## config.mk

```make
export PLATFORM = sky130hd
export DESIGN_NAME = ext_bridge
export DESIGN_NICKNAME = d
export VERILOG_FILES = /design/src/mem_region_pkg.sv /design/src/ext_bridge.sv
export SDC_FILE = /design/constraint.sdc
export NUM_CORES = 1
export LEC_CHECK = 0
export BUFFER_PORTS_ARGS = -buffer_cell sky130_fd_sc_hd__buf_4
export CORE_MARGIN = 2
export CORE_UTILIZATION = 41
export DETAILED_ROUTE_END_ITERATION = 8
export PLACE_DENSITY = 0.78
export SYNTH_ARGS = -nofsm -noshare
export SYNTH_HDL_FRONTEND = slang
export SYNTH_SLANG_ARGS = --single-unit
export TNS_END_PERCENT = 20
```

## constraint.sdc

```tcl
create_clock -name clk -period 3.35 [get_ports clk]
set_input_delay 0.5025 -clock clk [delete_from_list [all_inputs] [get_ports clk]]
set_output_delay 0.5025 -clock clk [all_outputs]
set_load 0.005 [all_outputs]
```

## src/mem_region_pkg.sv

```systemverilog
`default_nettype none

package mem_region_pkg;

  localparam int unsigned DATA_WIDTH     = 32;
  localparam int unsigned BE_WIDTH       = DATA_WIDTH / 8;
  localparam int unsigned ADDR_WIDTH     = 32;
  localparam int unsigned RAM_ADDR_WIDTH = 10;
  localparam int unsigned NUM_WORDS      = 2 ** RAM_ADDR_WIDTH;

  // address bits 31:20 tag the local data region
  localparam logic [11:0] LOCAL_REGION  = 12'h001;
  localparam int unsigned HOST_BANK_BIT = 12;

  typedef logic [DATA_WIDTH-1:0]     word_t;
  typedef logic [BE_WIDTH-1:0]       be_t;
  typedef logic [ADDR_WIDTH-1:0]     addr_t;
  typedef logic [RAM_ADDR_WIDTH-1:0] ram_idx_t;

  // one address word, seen flat or split into fields
  typedef union packed {
    addr_t flat;
    struct packed {
      logic [11:0]                            region;
      logic [ADDR_WIDTH-12-RAM_ADDR_WIDTH-3:0] unused;
      ram_idx_t                               idx;
      logic [1:0]                             offset;
    } f;
  } lsu_addr_u;

  // core side, req/gnt/rvalid
  typedef struct packed {
    logic  req;
    logic  we;
    be_t   be;
    addr_t addr;
    word_t wdata;
  } mem_req_t;

  typedef struct packed {
    logic  gnt;
    logic  rvalid;
    word_t rdata;
  } mem_rsp_t;

  typedef struct packed {
    logic     en;
    logic     we;
    be_t      be;
    ram_idx_t idx;
    word_t    wdata;
  } ram_cmd_t;

  // four-phase req/ack, host port and external bus
  typedef struct packed {
    logic  req;
    logic  we;
    be_t   be;
    addr_t addr;
    word_t wdata;
  } four_ph_req_t;

  typedef struct packed {
    logic  ack;
    word_t rdata;
  } four_ph_rsp_t;

endpackage

`default_nettype wire
```

## src/ext_bridge.sv

```systemverilog
`timescale 1ns/100ps
`default_nettype none

module ext_bridge (
  input  wire                              clk,
  input  wire                              rst_n,
  input  wire mem_region_pkg::mem_req_t     core_req_i,
  output mem_region_pkg::mem_rsp_t         core_rsp_o,
  output mem_region_pkg::four_ph_req_t     bus_req_o,
  input  wire mem_region_pkg::four_ph_rsp_t bus_rsp_i
);

  import mem_region_pkg::*;

  typedef enum logic [1:0] { IDLE, REQUEST, RELEASE, RESPOND } state_e;

  state_e state_q;
  state_e state_d;
  logic   accept;
  logic   we_q;
  be_t    be_q;
  addr_t  addr_q;
  word_t  wdata_q;
  word_t  rdata_q;

  assign accept = (state_q == IDLE) & core_req_i.req;

  always_comb
  begin
    state_d = state_q;
    case (state_q)
      IDLE:
        if (core_req_i.req)
          state_d = REQUEST;
      REQUEST:
        if (bus_rsp_i.ack)
          state_d = RELEASE;
      // wait for the slave to drop ack
      RELEASE:
        if (!bus_rsp_i.ack)
          state_d = RESPOND;
      RESPOND:
        state_d = IDLE;
      default:
        state_d = IDLE;
    endcase
  end

  always_ff @(posedge clk, negedge rst_n)
  begin
    if (!rst_n)
    begin
      state_q <= IDLE;
    end
    else
    begin
      state_q <= state_d;
    end
  end

  always_ff @(posedge clk)
  begin
    if (accept)
    begin
      we_q    <= core_req_i.we;
      be_q    <= core_req_i.be;
      addr_q  <= core_req_i.addr;
      wdata_q <= core_req_i.wdata;
    end
    if (state_q == REQUEST && bus_rsp_i.ack)
    begin
      rdata_q <= bus_rsp_i.rdata;
    end
  end

  assign bus_req_o.req   = (state_q == REQUEST);
  assign bus_req_o.we    = we_q;
  assign bus_req_o.be    = be_q;
  assign bus_req_o.addr  = addr_q;
  assign bus_req_o.wdata = wdata_q;

  assign core_rsp_o.gnt    = accept;
  assign core_rsp_o.rvalid = (state_q == RESPOND);
  assign core_rsp_o.rdata  = rdata_q;

  ap_payload_stable: assert property (
    @(posedge clk) disable iff (!rst_n)
    bus_req_o.req && !bus_rsp_i.ack |=> $stable(bus_req_o)
  );

  ap_req_after_ack_low: assert property (
    @(posedge clk) disable iff (!rst_n)
    $rose(bus_req_o.req) |-> !bus_rsp_i.ack
  );

endmodule

`default_nettype wire

```

==> results_dict.tcl <==
set metrics [dict create \
    synthTopCellsByArea "edfxtp_1, dfrtp_1, ha_1" \
    top_usage_layer "met2" \
    antenna_found_initial 0 \
    synth-edff-count 101 \
    worstHoldPathType "in -> reg" \
    hpwl_um 5850 \
    multiInputGateArea_um2 106 \
    use_met1_pct 20.0 \
    synth-async-reset-ratio_pct 1.94 \
    worst_ep_required_time_ps 2850 \
    r2r-start "state_q[0]" \
    layoutNonFillerInstCount 446 \
    area_growth_pct 58.8 \
    skew_ps 10.2 \
    core_area_um2 7650 \
    crit_chain "inv_1 > ha_1 > and2_2 > buf_4" \
    met2_usage_pct 29.9 \
    drt_iter0_drc 106 \
    routedWlPerCell_um 16.7 \
    drtAntennaViolNets 0 \
    drive_gt1_share_pct 66.3 \
    grt_overflow_total 0 \
    cts_tree "built" \
    nNetsFinal 448 \
    pwr_density_cell_nw_per_um2 611 \
    path_clk_slew_ps 100 \
    fillers 519 \
    place_congestion 0.794 \
    cts_sinks 103 \
    crit_arrival_ps 1780 \
    fmax_mhz 438 \
    regArea_um2 3080 \
    grt_pass1_vias 1908 \
    yosys.cell_count.top_type "edfxtp_1" \
    cts.htree.levels 3 \
    yosysTopAreaCell "edfxtp_1" \
    die_x_um 92.5 \
    rsz0062_at_grt "false" \
    drv_cap 0 \
    vias 1954 \
    ys_types 10 \
    start_util_pct 42.0 \
    worst_pin_slew_ps 504 \
    relSlewSlack_pct 66.4 \
    ios 209 \
    syn_area_um2 3210 \
    syn-num-nets 227 \
    stdcell_area_um2 5100 \
    fin_setup_tns_ps 0 \
    use_met3_pct 5.04 \
    period_needed_ps 2280 \
    num_antenna_cells 0 \
    final_util_pct 66.8 \
    cp-end-kind "output port" \
    ys_seq_area_share_pct 95.9 \
    synth_top_area_share_pct 94.4 \
    dieArea_um2 8560 \
    slew_violations 0 \
    post-route-period-util_pct 68.2 \
    synth_area_per_cell_um2 27.2 \
    status "complete, no violations" \
    numCtsBuffers 9 \
    die_h_um 92.5 \
    synthFlopType "edfxtp_1" \
    post_cts_resized 0 \
    power_leakage_nw 2.12 \
    place_area_um2 4910 \
    dpl.cell_count 429 \
    crit_family "simple AND/OR/NAND/NOR gates" \
    root_buffer "clkbuf_8" \
    routed_wl_um 7460 \
    max_stage_delay_ps 490 \
    path_buf_inv 2 \
    netlist_instances 118 \
    grt_max_degree 33 \
    dr.pass1.iters 4 \
    cts.path.max_buffers 2 \
    final-setup-viol-count 0 \
    vdd_drop_max_uv 257 \
    rows 32 \
    grt_use_total_pct 17.1 \
    startpoint_type "flop" \
    ys_ff_latch 103 \
    worstPathMaxFanout 22 \
    vias_per_cell 4.38 \
    drc 0 \
    yosysWarningCount 0 \
    crit_slowest_cell "and2_2" \
    clock_latency_ps 360 \
    grt_first_pass_wirelength_um 10600 \
    startpoint "state_q[0]" \
    crit_type "reg -> out" \
    portBuffers 208 \
    synth_common_cells "edfxtp_1, ha_1, inv_1" \
    hold_start "core_req_i[2]" \
    hold_viol_final 0 \
]
==> routing by layer <==
| metal | vias to the layer above | part of all wire (%) |
|---|---|---|
| li1 | 907 | - |
| met1 | 922 | 36 |
| met2 | 117 | 53 |
| met3 | 8 | 9.8 |
| met4 | 0 | 1.4 |
| met5 | - | 0 |
==> cells by family after synthesis <==
| group | Yosys count | share of synthesized area, % |
|---|---|---|
| flops | 103 | 95.9 |
| simple gates | 3 | 0.584 |
| compound gates | 2 | 0.778 |
| mux | 1 | 0.350 |
| buf+inv | 5 | 0.817 |
| fa+ha+maj | 4 | 1.56 |
==> stage by stage <==
step | power, mW | hold slack, ps | setup WS (ps)
final | 3.12 | 312 | 1070
after global routing | 3.26 | 292 | 951
after CTS | 3.15 | 299 | 1040
after detailed placement | 2.45 | 292 | 1370
after global placement | 2.43 | 285 | 1400
after floorplan | 2.00 | 207 | 222
==> report_power, final <==
group / switching, mW / internal [mW]
registers: 0.0679 / 1.69
logic: 0.286 / 0.359
clock network: 0.426 / 0.283
==> path summary, 6_finish.rpt <==
kind / to / slack, ps / cells after the start
worst max-delay path: core_rsp_o[33] / 1070 / 4
worst min-delay path: wdata_q[2] / 310 / 1
worst max register to register: wdata_q[30] / 1370 / 4
worst min register to register: state_q[1] / 560 / 1
max in group asynchronous: state_q[0] / 2760 / 2
min in group asynchronous: state_q[1] / 500 / 2
==> timing repair <==
action	4_1_cts	5_1_grt
hold buffers	1	0
endpoints found under the hold margin	2	0
setup buffers	0	0
==> worst reg2reg max path, stage by stage, from the launching register on <==
cell     delay [ps]
dfrtp_1         430
inv_1           100
ha_1            210
and2_2          490
buf_4           430
==> state kept, by name, indices dropped and copies added, names as in the netlist <==
name / cells
addr_q: 32
rdata_q: 32
wdata_q: 32
be_q: 4
state_q: 2
we_q: 1
==> cells in the final DEF (no fill, tap or decap) <==
cell type and n:
clkbuf_1 1, inv_1 3, dlygate4sd3_1 1, inv_8 2, o32a_1 1, clkinv_4 2, dfrtp_1 2, and2_2 1
clkbuf_8 9, mux2_1 1, ha_1 4, clkinvlp_4 2, edfxtp_1 101, a221oi_2 1, buf_4 211, nor2b_1 1
and2_1 1
==> cell type report <==
| cell class | count | area share, % |
|---|---|---|
| Sequential cell | 103 | 60.4 |
| Timing Repair Buffer | 212 | 31.2 |
| Clock buffer | 10 | 2.50 |
| Tap cell | 102 | 2.50 |
| Multi-Input combinational cell | 10 | 2.08 |
| Clock inverter | 6 | 1.08 |
| Inverter | 3 | 0.221 |
Power figures use the tool's default switching activity.
