$ cat src/mem_region_pkg.sv
`default_nettype none

package mem_region_pkg;

  localparam int unsigned DATA_WIDTH     = 32;
  localparam int unsigned BE_WIDTH       = DATA_WIDTH / 8;
  localparam int unsigned ADDR_WIDTH     = 32;
  localparam int unsigned RAM_ADDR_WIDTH = 10;
  localparam int unsigned NUM_WORDS      = 2 ** RAM_ADDR_WIDTH;

  // address bits 31:20 tag the local data region
  localparam logic [11:0] LOCAL_REGION  = 12'h001;
  localparam int unsigned HOST_BANK_BIT = 12;

  typedef logic [DATA_WIDTH-1:0]     word_t;
  typedef logic [BE_WIDTH-1:0]       be_t;
  typedef logic [ADDR_WIDTH-1:0]     addr_t;
  typedef logic [RAM_ADDR_WIDTH-1:0] ram_idx_t;

  // one address word, seen flat or split into fields
  typedef union packed {
    addr_t flat;
    struct packed {
      logic [11:0]                            region;
      logic [ADDR_WIDTH-12-RAM_ADDR_WIDTH-3:0] unused;
      ram_idx_t                               idx;
      logic [1:0]                             offset;
    } f;
  } lsu_addr_u;

  // core side, req/gnt/rvalid
  typedef struct packed {
    logic  req;
    logic  we;
    be_t   be;
    addr_t addr;
    word_t wdata;
  } mem_req_t;

  typedef struct packed {
    logic  gnt;
    logic  rvalid;
    word_t rdata;
  } mem_rsp_t;

  typedef struct packed {
    logic     en;
    logic     we;
    be_t      be;
    ram_idx_t idx;
    word_t    wdata;
  } ram_cmd_t;

  // four-phase req/ack, host port and external bus
  typedef struct packed {
    logic  req;
    logic  we;
    be_t   be;
    addr_t addr;
    word_t wdata;
  } four_ph_req_t;

  typedef struct packed {
    logic  ack;
    word_t rdata;
  } four_ph_rsp_t;

endpackage

`default_nettype wire
$ cat src/lsu_router.sv
`timescale 1ns/100ps
`default_nettype none

module lsu_router (
  input  wire                          clk,
  input  wire                          rst_n,
  input  wire mem_region_pkg::mem_req_t lsu_req_i,
  output mem_region_pkg::mem_rsp_t     lsu_rsp_o,
  output mem_region_pkg::mem_req_t     data_req_o,
  input  wire mem_region_pkg::mem_rsp_t data_rsp_i,
  output mem_region_pkg::mem_req_t     ext_req_o,
  input  wire mem_region_pkg::mem_rsp_t ext_rsp_i
);

  import mem_region_pkg::*;

  lsu_addr_u lsu_addr;
  logic      is_local;
  logic      lsu_gnt;
  logic      target_ext_q;
  logic      ext_pending_q;

  assign lsu_addr = lsu_req_i.addr;
  assign is_local = (lsu_addr.f.region == LOCAL_REGION);

  // nothing new goes out while an external access is open
  always_comb
  begin
    data_req_o     = lsu_req_i;
    data_req_o.req = lsu_req_i.req & is_local & ~ext_pending_q;

    ext_req_o      = lsu_req_i;
    ext_req_o.addr = lsu_addr.flat;
    ext_req_o.req  = lsu_req_i.req & ~is_local & ~ext_pending_q;
  end

  assign lsu_gnt = is_local ? data_rsp_i.gnt : ext_rsp_i.gnt;

  always_ff @(posedge clk, negedge rst_n)
  begin
    if (!rst_n)
    begin
      target_ext_q  <= 1'b0;
      ext_pending_q <= 1'b0;
    end
    else
    begin
      // next response comes from wherever this grant went
      if (lsu_gnt)
      begin
        target_ext_q <= ~is_local;
      end
      if (lsu_gnt && !is_local)
      begin
        ext_pending_q <= 1'b1;
      end
      else if (ext_rsp_i.rvalid)
      begin
        ext_pending_q <= 1'b0;
      end
    end
  end

  assign lsu_rsp_o.gnt    = lsu_gnt;
  assign lsu_rsp_o.rvalid = target_ext_q ? ext_rsp_i.rvalid : data_rsp_i.rvalid;
  assign lsu_rsp_o.rdata  = target_ext_q ? ext_rsp_i.rdata : data_rsp_i.rdata;

  ap_no_gnt_while_pending: assert property (
    @(posedge clk) disable iff (!rst_n)
    ext_pending_q |-> !lsu_rsp_o.gnt
  );

  ap_single_responder: assert property (
    @(posedge clk) disable iff (!rst_n)
    !(data_rsp_i.rvalid && ext_rsp_i.rvalid)
  );

endmodule

`default_nettype wire

$ cat config.mk
export PLATFORM = sky130hd
export DESIGN_NAME = lsu_router
export DESIGN_NICKNAME = d
export VERILOG_FILES = /design/src/mem_region_pkg.sv /design/src/lsu_router.sv
export SDC_FILE = /design/constraint.sdc
export NUM_CORES = 1
export LEC_CHECK = 0
export ABC_AREA = 1
export BUFFER_PORTS_ARGS = -buffer_cell sky130_fd_sc_hd__buf_2
export CAP_MARGIN = 10
export CORE_AREA = 2 2 120 122
export DETAILED_ROUTE_END_ITERATION = 8
export DIE_AREA = 0 0 122 124
export GPL_TIMING_DRIVEN = 0
export HOLD_SLACK_MARGIN = 0.02
export PLACE_DENSITY_LB_ADDON = 0.3
export SETUP_SLACK_MARGIN = 0.15
export SLEW_MARGIN = 20
export SYNTH_ARGS = -nofsm -noshare
export SYNTH_HDL_FRONTEND = slang
export SYNTH_SLANG_ARGS = --single-unit
$ cat constraint.sdc
create_clock -name clk -period 1.5 [get_ports clk]
set_input_delay 0.15 -clock clk [delete_from_list [all_inputs] [get_ports clk]]
set_output_delay 0.15 -clock clk [all_outputs]
set_load 0.02 [all_outputs]
==> results of run 1 <==
flip-flops by register name, summed over array words and instances (netlist names):
register and count:
ext_pending_q 1, target_ext_q 1
per-stage QoR:
step,hold WS (ns),instance area (um2)
finish,0.1451,3598
global route,0.1522,3598
CTS,0.1470,3430
detailed placement,-0.06193,3241
global placement,-0.06299,3241
floorplan,-0.1456,1734
worst max-delay path: cells and delay by family (launching register included):
family / cells / cell delay [ns]
flops: 1 / 0.36
buf+inv: 3 / 0.46
mux: 1 / 0.29
power by group:
part / internal (uW) / switching, uW / total, uW / leakage (uW)
registers: 56.2 / 0.766 / 57.0 / 0.0000195
logic: 577 / 514 / 1090 / 0.00217
clock network: 339 / 61.8 / 401 / 0.0000370
total: 973 / 577 / 1550 / 0.00223
cells in the final DEF, fill, tap and decap left out:
cell type	netlist	routed
a21oi_1	1	1
and2_1	1	1
buf_12	3	4
buf_2	0	225
buf_4	139	144
buf_6	1	30
clkbuf_16	0	3
dfrtp_1	2	2
dlygate4sd3_1	0	1
inv_1	2	2
mux2_2	4	1
mux2_4	29	32
nand2_1	8	4
nand2_2	0	4
nand3_2	0	1
nor2_1	8	5
nor2_2	0	1
nor2_4	0	2
o21ai_0	1	1
kinds of logic (layout without fill, tap and decap cells):
group,count (synthesis),in the layout
compound gates,2,2
buf+inv,145,409
flops,2,2
mux,33,33
simple gates,18,18
path summary, 6_finish.rpt:
kind	endpoint	depth (start not counted)
max	lsu_rsp_o[28]	4
max in group asynchronous	target_ext_q	2
max reg2reg	target_ext_q	5
min reg2reg	ext_pending_q	2
min in group asynchronous	ext_pending_q	2
min	ext_pending_q	2
repair_timing:
item | CTS | global route
setup buffers | 3 | 1
gates resized for setup | 23 | 51
hold endpoints to repair | 2 | 0
gates cloned | 0 | 0
pin swaps | 2 | 5
endpoints found under the setup margin | 34 | 34
hold buffers | 1 | 0
routing by layer:
metal  vias up  wire length, um
met5         -                0
met4         0               99
met3         6              802
met2       168             3820
met1       914             1835
li1       1019                -
layout make-up:
| cell class | count | area, um2 |
|---|---|---|
| fillers | 1508 | 10120 |
| repair buffers | 261 | 1520 |
| well taps | 180 | 225.2 |
| flip-flops and latches | 2 | 50.05 |
| plain buffers | 143 | 1115 |
| inverters | 2 | 7.507 |
| multi-input cells | 53 | 605.6 |
| clock buffers | 3 | 75.07 |
==> flow_metrics.env, run 1 <==
export IMPL_outcome="complete, no violations"
export IMPL_setup_viol=0
export IMPL_die_x_um=122
export IMPL_synth_distinct_cells=13
export IMPL_cts_buffer_depth=2
export IMPL_initial_utilization=0.1264
export IMPL_synthAdderAreaFrac=0
export IMPL_regToRegStartpoint="target_ext_q"
export IMPL_std_cell_rows=43
export IMPL_yosys_top_cells_area="buf_4, mux2_4, buf_12, dfrtp_1, mux2_2"
export IMPL_core_area_mm2=0.01372
export IMPL_p_leak_uw=0.002231
export IMPL_async_flop_share=1.000
export IMPL_worst_pin_slew_ns=0.1586
export IMPL_firstDrtPassIters=4
export IMPL_finalNetCount=606
export IMPL_critPathLaunchType="flop"
export IMPL_r2r_slack_ns=0.49
export IMPL_skew_ns=0
export IMPL_ys_seq_area_frac=0.02886
export IMPL_slew_violations=0
export IMPL_max_stage_delay_ns=0.36
export IMPL_cts_tree="yes"
export IMPL_relSlewSlack=0.8939
export IMPL_fmax_mhz=677.4
export IMPL_met2_usage=0.1379
export IMPL_grtUsageMet1=0.06066
export IMPL_min_period_ns=1.476
export IMPL_crit_path_cell_trace="buf_6 -> buf_12 -> mux2_4 -> buf_2"
export IMPL_drc_errors=0
export IMPL_cap_violations=0
export IMPL_power_density_mw_per_mm2=430.5
export IMPL_synth_seq_cells=2
export IMPL_ant_nets=0
export IMPL_die_y_um=124
export IMPL_period_share=0.9841
export IMPL_report_power_total_uw=1549
export IMPL_grt_ovfl_total=0
export IMPL_hp_class="input pin to flop"
export IMPL_port_buffers=256
export IMPL_vias_per_cell=3.272
export IMPL_drive_gt1_frac=0.9634
export IMPL_cts_reportedPaths_clkPinSlew_ns=0.03
export IMPL_globalRouteTotalUtil=0.06586
export IMPL_place_ws_ns=0.001980
export IMPL_synth_edf_count=0
export IMPL_antenna_found_initial=0
export IMPL_synth_top_area_frac=0.6017
export IMPL_synthMostInstantiatedCell="buf_4"
export IMPL_final_setup_tns_ns=0
export IMPL_netlist_top_cells_count="buf_4, mux2_4, nand2_1, nor2_1, mux2_2"
export IMPL_min_from="ext_rsp_i[32]"
export IMPL_design_die_area_mm2=0.01513
export IMPL_areaGrowthSynthToFinish_pct=107.5
export IMPL_place_congestion=0.7267
export IMPL_wl_per_cell_um=10.18
export IMPL_cts_buffers=3
export IMPL_syn_area_per_cell_um2=8.671
export IMPL_synthSimpleGateAreaFrac=0.04113
export IMPL_hold_viol=0
export IMPL_worstSetupStartpoint="target_ext_q"
export IMPL_crit_slowest_cell="dfrtp_1"
export IMPL_clkLatencyLatePin_ns=0.22
export IMPL_synth_cells=200
export IMPL_rsz0062_at_grt="yes"
export IMPL_htree_levels=1
export IMPL_grt_busiest_layer="met2"
export IMPL_yosysTopAreaCell="buf_4"
export IMPL_use_met3=0.01282
export IMPL_final_core_util=0.2623
export IMPL_vdd_ir_drop_max_mv=0.2220
export IMPL_grt_max_degree=11
export IMPL_ys_flop_type="dfrtp_1"
export IMPL_grt_pass1_vias=1820
export IMPL_worst_slack_ns=0.02378
export IMPL_num_io_pins=314
export IMPL_grt_pass1_wl_mm=7.879
export IMPL_crit_arrival_ns=1.33
export IMPL_worstSetupEndpointType="output port"
export IMPL_dpl_cell_count=636
export IMPL_fin_cells=644
export IMPL_wl_mm=6.558
export IMPL_synth_top_family_by_area="buffers and inverters"
export IMPL_root_buffer="clkbuf_16"
export IMPL_synthMuxAreaShare=0.2771
export IMPL_drt_iter0_drc=9
export IMPL_crit_required_ns=1.35
export IMPL_synth_area_mm2=0.001734
export IMPL_antennaDiodeCount=0
export IMPL_synth_compound_area_share=0.005772
export IMPL_synth_xor_area_share=0
export IMPL_cts_sinks=2
export IMPL_ys_warnings_count=0
export IMPL_dp_hpwl_mm=5.963
export IMPL_syn_nets=340
export IMPL_vias=2107
export IMPL_crit_type="flop to output port"
export IMPL_path_max_fanout=10
(Power assumes the default switching activity.)
==> inputs of run 2 (changes only) <==
--- a/config.mk
+++ b/config.mk
@@ -14,6 +14,7 @@
 export GPL_TIMING_DRIVEN = 0
 export HOLD_SLACK_MARGIN = 0.02
 export PLACE_DENSITY_LB_ADDON = 0.3
+export REMOVE_ABC_BUFFERS = 1
 export SETUP_SLACK_MARGIN = 0.15
 export SLEW_MARGIN = 20
 export SYNTH_ARGS = -nofsm -noshare
==> run 2 against run 1 <==
Effect of this change:
- critical endpoint is now lsu_rsp_o[14]
- clock skew is the same
- cell count shrank 40%
- register-to-register slack improved by 0.10 ns
- total power shrank 39%
- highest routed layer is now met5
- non-clock buffer count is 259 lower
- the flow now finishes with violations (setup timing)
- critical path depth down 1
==> flow_metrics.env, run 2 (synthesized netlist as in run 1, its figures left out) <==
export IMPL_max_stage_delay_ns=0.50
export IMPL_wl_mm=14.44
export IMPL_port_buffers=142
export IMPL_outcome="finished with violations"
export IMPL_root_buffer="clkbuf_16"
export IMPL_relSlewSlack=0.8578
export IMPL_cap_violations=0
export IMPL_pwr_share_clk=0.434
export IMPL_clkLatencyLatePin_ns=0.22
export IMPL_min_period_ns=1.529
export IMPL_vias_per_cell=3.517
export IMPL_worstSetupEndpointType="output port"
export IMPL_hold_viol=0
export IMPL_vdd_ir_drop_max_mv=0.5295
export IMPL_drc_errors=0
export IMPL_core_area_mm2=0.01372
export IMPL_p_comb_frac=0.506
export IMPL_worst_pin_slew_ns=0.2125
export IMPL_ant_nets=0
export IMPL_cts_buffers=3
export IMPL_dpl_cell_count=380
export IMPL_final_cell_mix="buf_2, buf_6, mux2_4"
export IMPL_power_switching_share=0.3134
export IMPL_htree_levels=1
export IMPL_grt_pass1_wl_mm=16.77
export IMPL_mostFrequentLayoutCell="buf_2"
export IMPL_fillers=1603
export IMPL_die_x_um=122
export IMPL_ff2ff_path_depth=3
export IMPL_design_die_area_mm2=0.01513
export IMPL_die_y_um=124
export IMPL_crit_required_ns=1.35
export IMPL_cts_sinks=2
export IMPL_rsz0062_at_grt="yes"
export IMPL_crit_path_cell_trace="buf_16 -> mux2_4 -> buf_6"
export IMPL_top_regs="ext_pending_q (1), target_ext_q (1)"
export IMPL_cts_buffer_depth=2
export IMPL_intPower_uw=650.7
export IMPL_slew_violations=0
export IMPL_place_congestion=0.8606
export IMPL_grt_pass1_vias=1369
export IMPL_grt_ovfl_total=0
export IMPL_firstDrtPassIters=4
export IMPL_setup_viol=29
export IMPL_crit_slowest_cell="dfrtp_4"
export IMPL_hp_class="input pin to flop"
export IMPL_critPathLaunchType="flop"
export IMPL_dp_hpwl_mm=13.50
export IMPL_violations="setup timing"
export IMPL_grt_max_degree=19
export IMPL_power_density_mw_per_mm2=500.3
export IMPL_seq_power_share=0.060
export IMPL_cts_reportedPaths_clkPinSlew_ns=0.03
export IMPL_worst_slack_ns=-0.02872
export IMPL_period_share=1.019
export IMPL_p_sw_uw=297.0
export IMPL_initial_utilization=0.1264
export IMPL_cts_tree="yes"
export IMPL_antenna_found_initial=0
export IMPL_holdPathStages=2
export IMPL_path_max_fanout=16
export IMPL_vias=1361
export IMPL_fmax_mhz=654.1
export IMPL_wl_per_cell_um=37.30
export IMPL_r2r_slack_ns=0.59
export IMPL_fin_cells=387
export IMPL_skew_ns=0
export IMPL_finalNetCount=347
export IMPL_std_cell_rows=43
export IMPL_areaGrowthSynthToFinish_pct=9.235
export IMPL_drt_iter0_drc=61
export IMPL_num_io_pins=314
export IMPL_final_core_util=0.1381
export IMPL_drive_gt1_frac=0.8786
export IMPL_crit_type="flop to output port"
export IMPL_p_leak_uw=0.001063
export IMPL_crit_arrival_ns=1.38
export IMPL_globalRouteTotalUtil=0.1800
## run 2: area by class of cell
type                            count  area, um2  share of cell area
Timing Repair Buffer              145      964.7              0.5092
Multi-Input combinational cell     53      561.8              0.2966
Tap cell                          180      225.2              0.1189
Clock buffer                        4      78.83             0.04161
Sequential cell                     2      53.80             0.02840
Inverter                            2      7.507            0.003963
Antenna cell                        1      2.502            0.001321
## run 2: per-stage QoR
| stage | hold WS [ns] | cell area, um2 | TNS (ns) | setup slack, ns | total power, uW |
|---|---|---|---|---|---|
| after CTS | 0.1641 | 1836 | -0.7710 | -0.05514 | 944.2 |
| after detailed placement | -0.06070 | 1584 | -3.014 | -0.2376 | 476.2 |
| final | 0.1542 | 1894 | -0.2487 | -0.02872 | 947.7 |
| after floorplan | -0.1456 | 619.3 | -12.20 | -0.4516 | 202.1 |
| after global placement | -0.06317 | 1555 | -28.22 | -0.9308 | 474.0 |
| after global routing | 0.1842 | 1892 | -1.349 | -0.08007 | 998.7 |
## run 2: power by group through the flow
stage          Combinational, uW  Clock (uW)  Sequential [uW]
3_5_place_dp                 419           0             57.3
6_report                     479         412             56.9
4_1_cts                      470         417             57.1
5_1_grt                      513         428             57.1
3_3_place_gp                 417           0             57.3
2_1_floorplan                145           0             57.2
## run 2: final timing paths
path,from,endpoint
max in group asynchronous,rst_n,target_ext_q
hold / removal,ext_rsp_i[32],ext_pending_q
min in group asynchronous,rst_n,target_ext_q
setup reg to reg,target_ext_q,target_ext_q
hold reg to reg,ext_pending_q,ext_pending_q
setup / recovery,target_ext_q,lsu_rsp_o[14]
## run 2: metal layers
metal  vias up  track usage  routed length, um
met5         -      0.09722                187
met4         4      0.01293                 42
met3         8       0.2463               4433
met2       275       0.2842               6433
met1       567       0.1287               3337
li1        507            -                  -
## run 2: worst max-delay path: cells and delay by family (launching register included)
family / cells / cell delay, ns
mux: 1 / 0.32
flops: 1 / 0.50
buf+inv: 2 / 0.32
## run 2: repair_timing
action / in CTS / in global routing
hold buffers: 1 / 0
gates cloned: 0 / 0
setup endpoints to repair: 33 / 33
gates resized for setup: 46 / 18
endpoints found under the hold margin: 2 / 0
setup buffers: 1 / 0
==> inputs of run 3 (changes only) <==
--- a/config.mk
+++ b/config.mk
@@ -5,12 +5,11 @@
 export SDC_FILE = /design/constraint.sdc
 export NUM_CORES = 1
 export LEC_CHECK = 0
-export ABC_AREA = 1
 export BUFFER_PORTS_ARGS = -buffer_cell sky130_fd_sc_hd__buf_2
 export CAP_MARGIN = 10
-export CORE_AREA = 2 2 120 122
+export CORE_AREA = 2 2 122 124
 export DETAILED_ROUTE_END_ITERATION = 8
-export DIE_AREA = 0 0 122 124
+export DIE_AREA = 0 0 124 126
 export GPL_TIMING_DRIVEN = 0
 export HOLD_SLACK_MARGIN = 0.02
 export PLACE_DENSITY_LB_ADDON = 0.3
==> run 3 against run 2 <==
Effect of this change:
- the run still ends with setup timing left
- sequential share of layout area increased by 0.099 points
- combinational power decreased by 8.8%
- synthesized cell count decreased by 4.5%
- critical endpoint is now lsu_rsp_o[15]
==> flow_metrics.env, run 3 <==
export IMPL_worst_slack_ns=-0.0003249
export IMPL_vias=1355
export IMPL_p_leak_uw=0.0009209
export IMPL_initial_utilization=0.1132
export IMPL_slew_violations=0
export IMPL_vdd_ir_drop_max_mv=0.2361
export IMPL_globalRouteTotalUtil=0.1702
export IMPL_worst_pin_slew_ns=0.2990
export IMPL_synth_top_area_frac=0.6440
export IMPL_relSlewSlack=0.7992
export IMPL_crit_slowest_cell="dfrtp_4"
export IMPL_period_share=1.000
export IMPL_clkLatencyLatePin_ns=0.22
export IMPL_cp_top_family="flip-flops"
export IMPL_vias_per_cell=3.501
export IMPL_num_io_pins=314
export IMPL_setup_viol=1
export IMPL_netlist_top_cells_count="buf_4, mux2_2, buf_2"
export IMPL_yosysTopAreaCell="buf_4"
export IMPL_areaGrowthSynthToFinish_pct=12.97
export IMPL_syn_area_per_cell_um2=8.483
export IMPL_core_area_mm2=0.01431
export IMPL_max_stage_delay_ns=0.44
export IMPL_std_cell_rows=44
export IMPL_synthMostInstantiatedCell="buf_4"
export IMPL_cts_reportedPaths_clkPinSlew_ns=0.03
export IMPL_ant_nets=0
export IMPL_synth_edf_count=0
export IMPL_whs_ns=0.1979
export IMPL_drt_iter0_drc=63
export IMPL_hold_viol=0
export IMPL_yosys_top_cells_area="buf_4, mux2_2, dfrtp_1, nor4_4, nor4b_4"
export IMPL_wl_per_cell_um=36.86
export IMPL_outcome="finished with violations"
export IMPL_crit_buf_inv=2
export IMPL_cts_sinks=2
export IMPL_worstSetupEndpointType="output port"
export IMPL_crit_type="flop to output port"
export IMPL_grt_pass1_vias=1301
export IMPL_cts_tree="yes"
export IMPL_finalNetCount=341
export IMPL_power_density_mw_per_mm2=501.6
export IMPL_synth_seq_cells=2
export IMPL_cts_buffer_depth=2
export IMPL_firstDrtPassIters=6
export IMPL_top_regs="ext_pending_q (1), target_ext_q (1)"
export IMPL_r2r_slack_ns=0.52
export IMPL_path_max_fanout=17
export IMPL_min_period_ns=1.500
export IMPL_min_from="ext_rsp_i[33]"
export IMPL_die_x_um=124
export IMPL_ff2ff_path_depth=2
export IMPL_grt_pass1_wl_mm=16.32
export IMPL_cts_buffers=3
export IMPL_crit_path_cell_trace="buf_12 -> mux2_2 -> buf_4"
export IMPL_synth_distinct_cells=15
export IMPL_ys_flop_type="dfrtp_1"
export IMPL_ys_seq_area_frac=0.03089
export IMPL_synth_area_mm2=0.001620
export IMPL_antenna_found_initial=3
export IMPL_wl_mm=14.26
export IMPL_grt_max_degree=18
export IMPL_synth_cells=191
export IMPL_grt_ovfl_total=0
export IMPL_fillers=1644
export IMPL_reg2reg_to="target_ext_q"
export IMPL_min_to="ext_pending_q"
export IMPL_ys_warnings_count=0
export IMPL_hp_class="input pin to flop"
export IMPL_final_cell_mix="buf_2, mux2_2, buf_6, buf_4, mux2_4"
export IMPL_port_buffers=142
export IMPL_violations="setup timing"
export IMPL_crit_required_ns=1.35
export IMPL_critPathLaunchType="flop"
export IMPL_rsz0062_at_grt="yes"
export IMPL_crit_arrival_ns=1.35
export IMPL_skew_ns=0
export IMPL_cap_violations=0
export IMPL_holdPathStages=2
export IMPL_place_congestion=0.9166
export IMPL_place_ws_ns=-0.1560
export IMPL_root_buffer="clkbuf_16"
export IMPL_htree_levels=1
export IMPL_regToRegStartpoint="target_ext_q"
export IMPL_mostFrequentLayoutCell="buf_2"
export IMPL_fmax_mhz=666.5
export IMPL_dp_hpwl_mm=12.78
export IMPL_die_y_um=126
export IMPL_drc_errors=0
export IMPL_drive_gt1_frac=0.9450
export IMPL_design_die_area_mm2=0.01562
export IMPL_async_flop_share=1.000
run 3: cells by family after synthesis:
kind of cell,Yosys count,share of synthesized area
AND/OR/NAND/NOR,8,0.06023
buffers and inverters,144,0.6587
AO/OA/AOI/OAI,4,0.02085
flip-flops,2,0.03089
multiplexers,33,0.2293
run 3: routing by layer:
metal	track usage	part of all wire
met5	0.04276	0.0032
met4	0.02974	0.0093
met3	0.2500	0.33
met2	0.2705	0.45
met1	0.1060	0.21
run 3: metrics by stage:
stage	total power (uW)	area, um2	instances	utilization	TNS (ns)
3_3_place_gp	438.8	1498	374	0.1046	-18.12
3_5_place_dp	440.9	1499	374	0.1047	-4.057
6_report	918.3	1831	387	0.1279	-0.0003249
5_1_grt	951.5	1831	387	0.1279	-0.5144
4_1_cts	911.0	1767	383	0.1234	-0.001392
2_1_floorplan	182.0	556.8	48	-	-2.892
run 3: how the worst max path moves through the flow:
stage               depth (start not counted)         start       endpoint  slack (ns)
floorplan                                   1  target_ext_q   lsu_rsp_o[0]       -0.09
global placement                            2  target_ext_q  lsu_rsp_o[16]       -0.58
detailed placement                          2  target_ext_q  lsu_rsp_o[16]       -0.16
CTS                                         3  target_ext_q  lsu_rsp_o[27]      -0.001
global route                                3  target_ext_q  lsu_rsp_o[29]       -0.04
finish                                      3  target_ext_q  lsu_rsp_o[15]     -0.0003
run 3: final cells by class:
cell class,instances,area [um2],area share
Antenna cell,3,7.507,0.004101
Clock buffer,4,78.83,0.04306
Inverter,1,3.754,0.002051
Multi-Input combinational cell,45,525.5,0.2871
Sequential cell,2,53.80,0.02939
Tap cell,184,230.2,0.1258
Timing Repair Buffer,148,930.9,0.5085
run 3: what timing repair did:
| action | CTS | global route |
|---|---|---|
| gates cloned | 0 | 0 |
| endpoints found under the hold margin | 2 | 0 |
| resized for setup | 42 | 16 |
| pin swaps | 2 | 4 |
| endpoints found under the setup margin | 34 | 35 |
| hold buffers | 1 | 0 |
| buffers inserted | 4 | 1 |
run 3: power breakdown:
part | total (uW) | internal [uW] | switching (uW)
Combinational | 437 | 219 | 217
Sequential | 57.0 | 56.2 | 0.834
Clock | 425 | 351 | 73.9
Total | 918 | 626 | 292
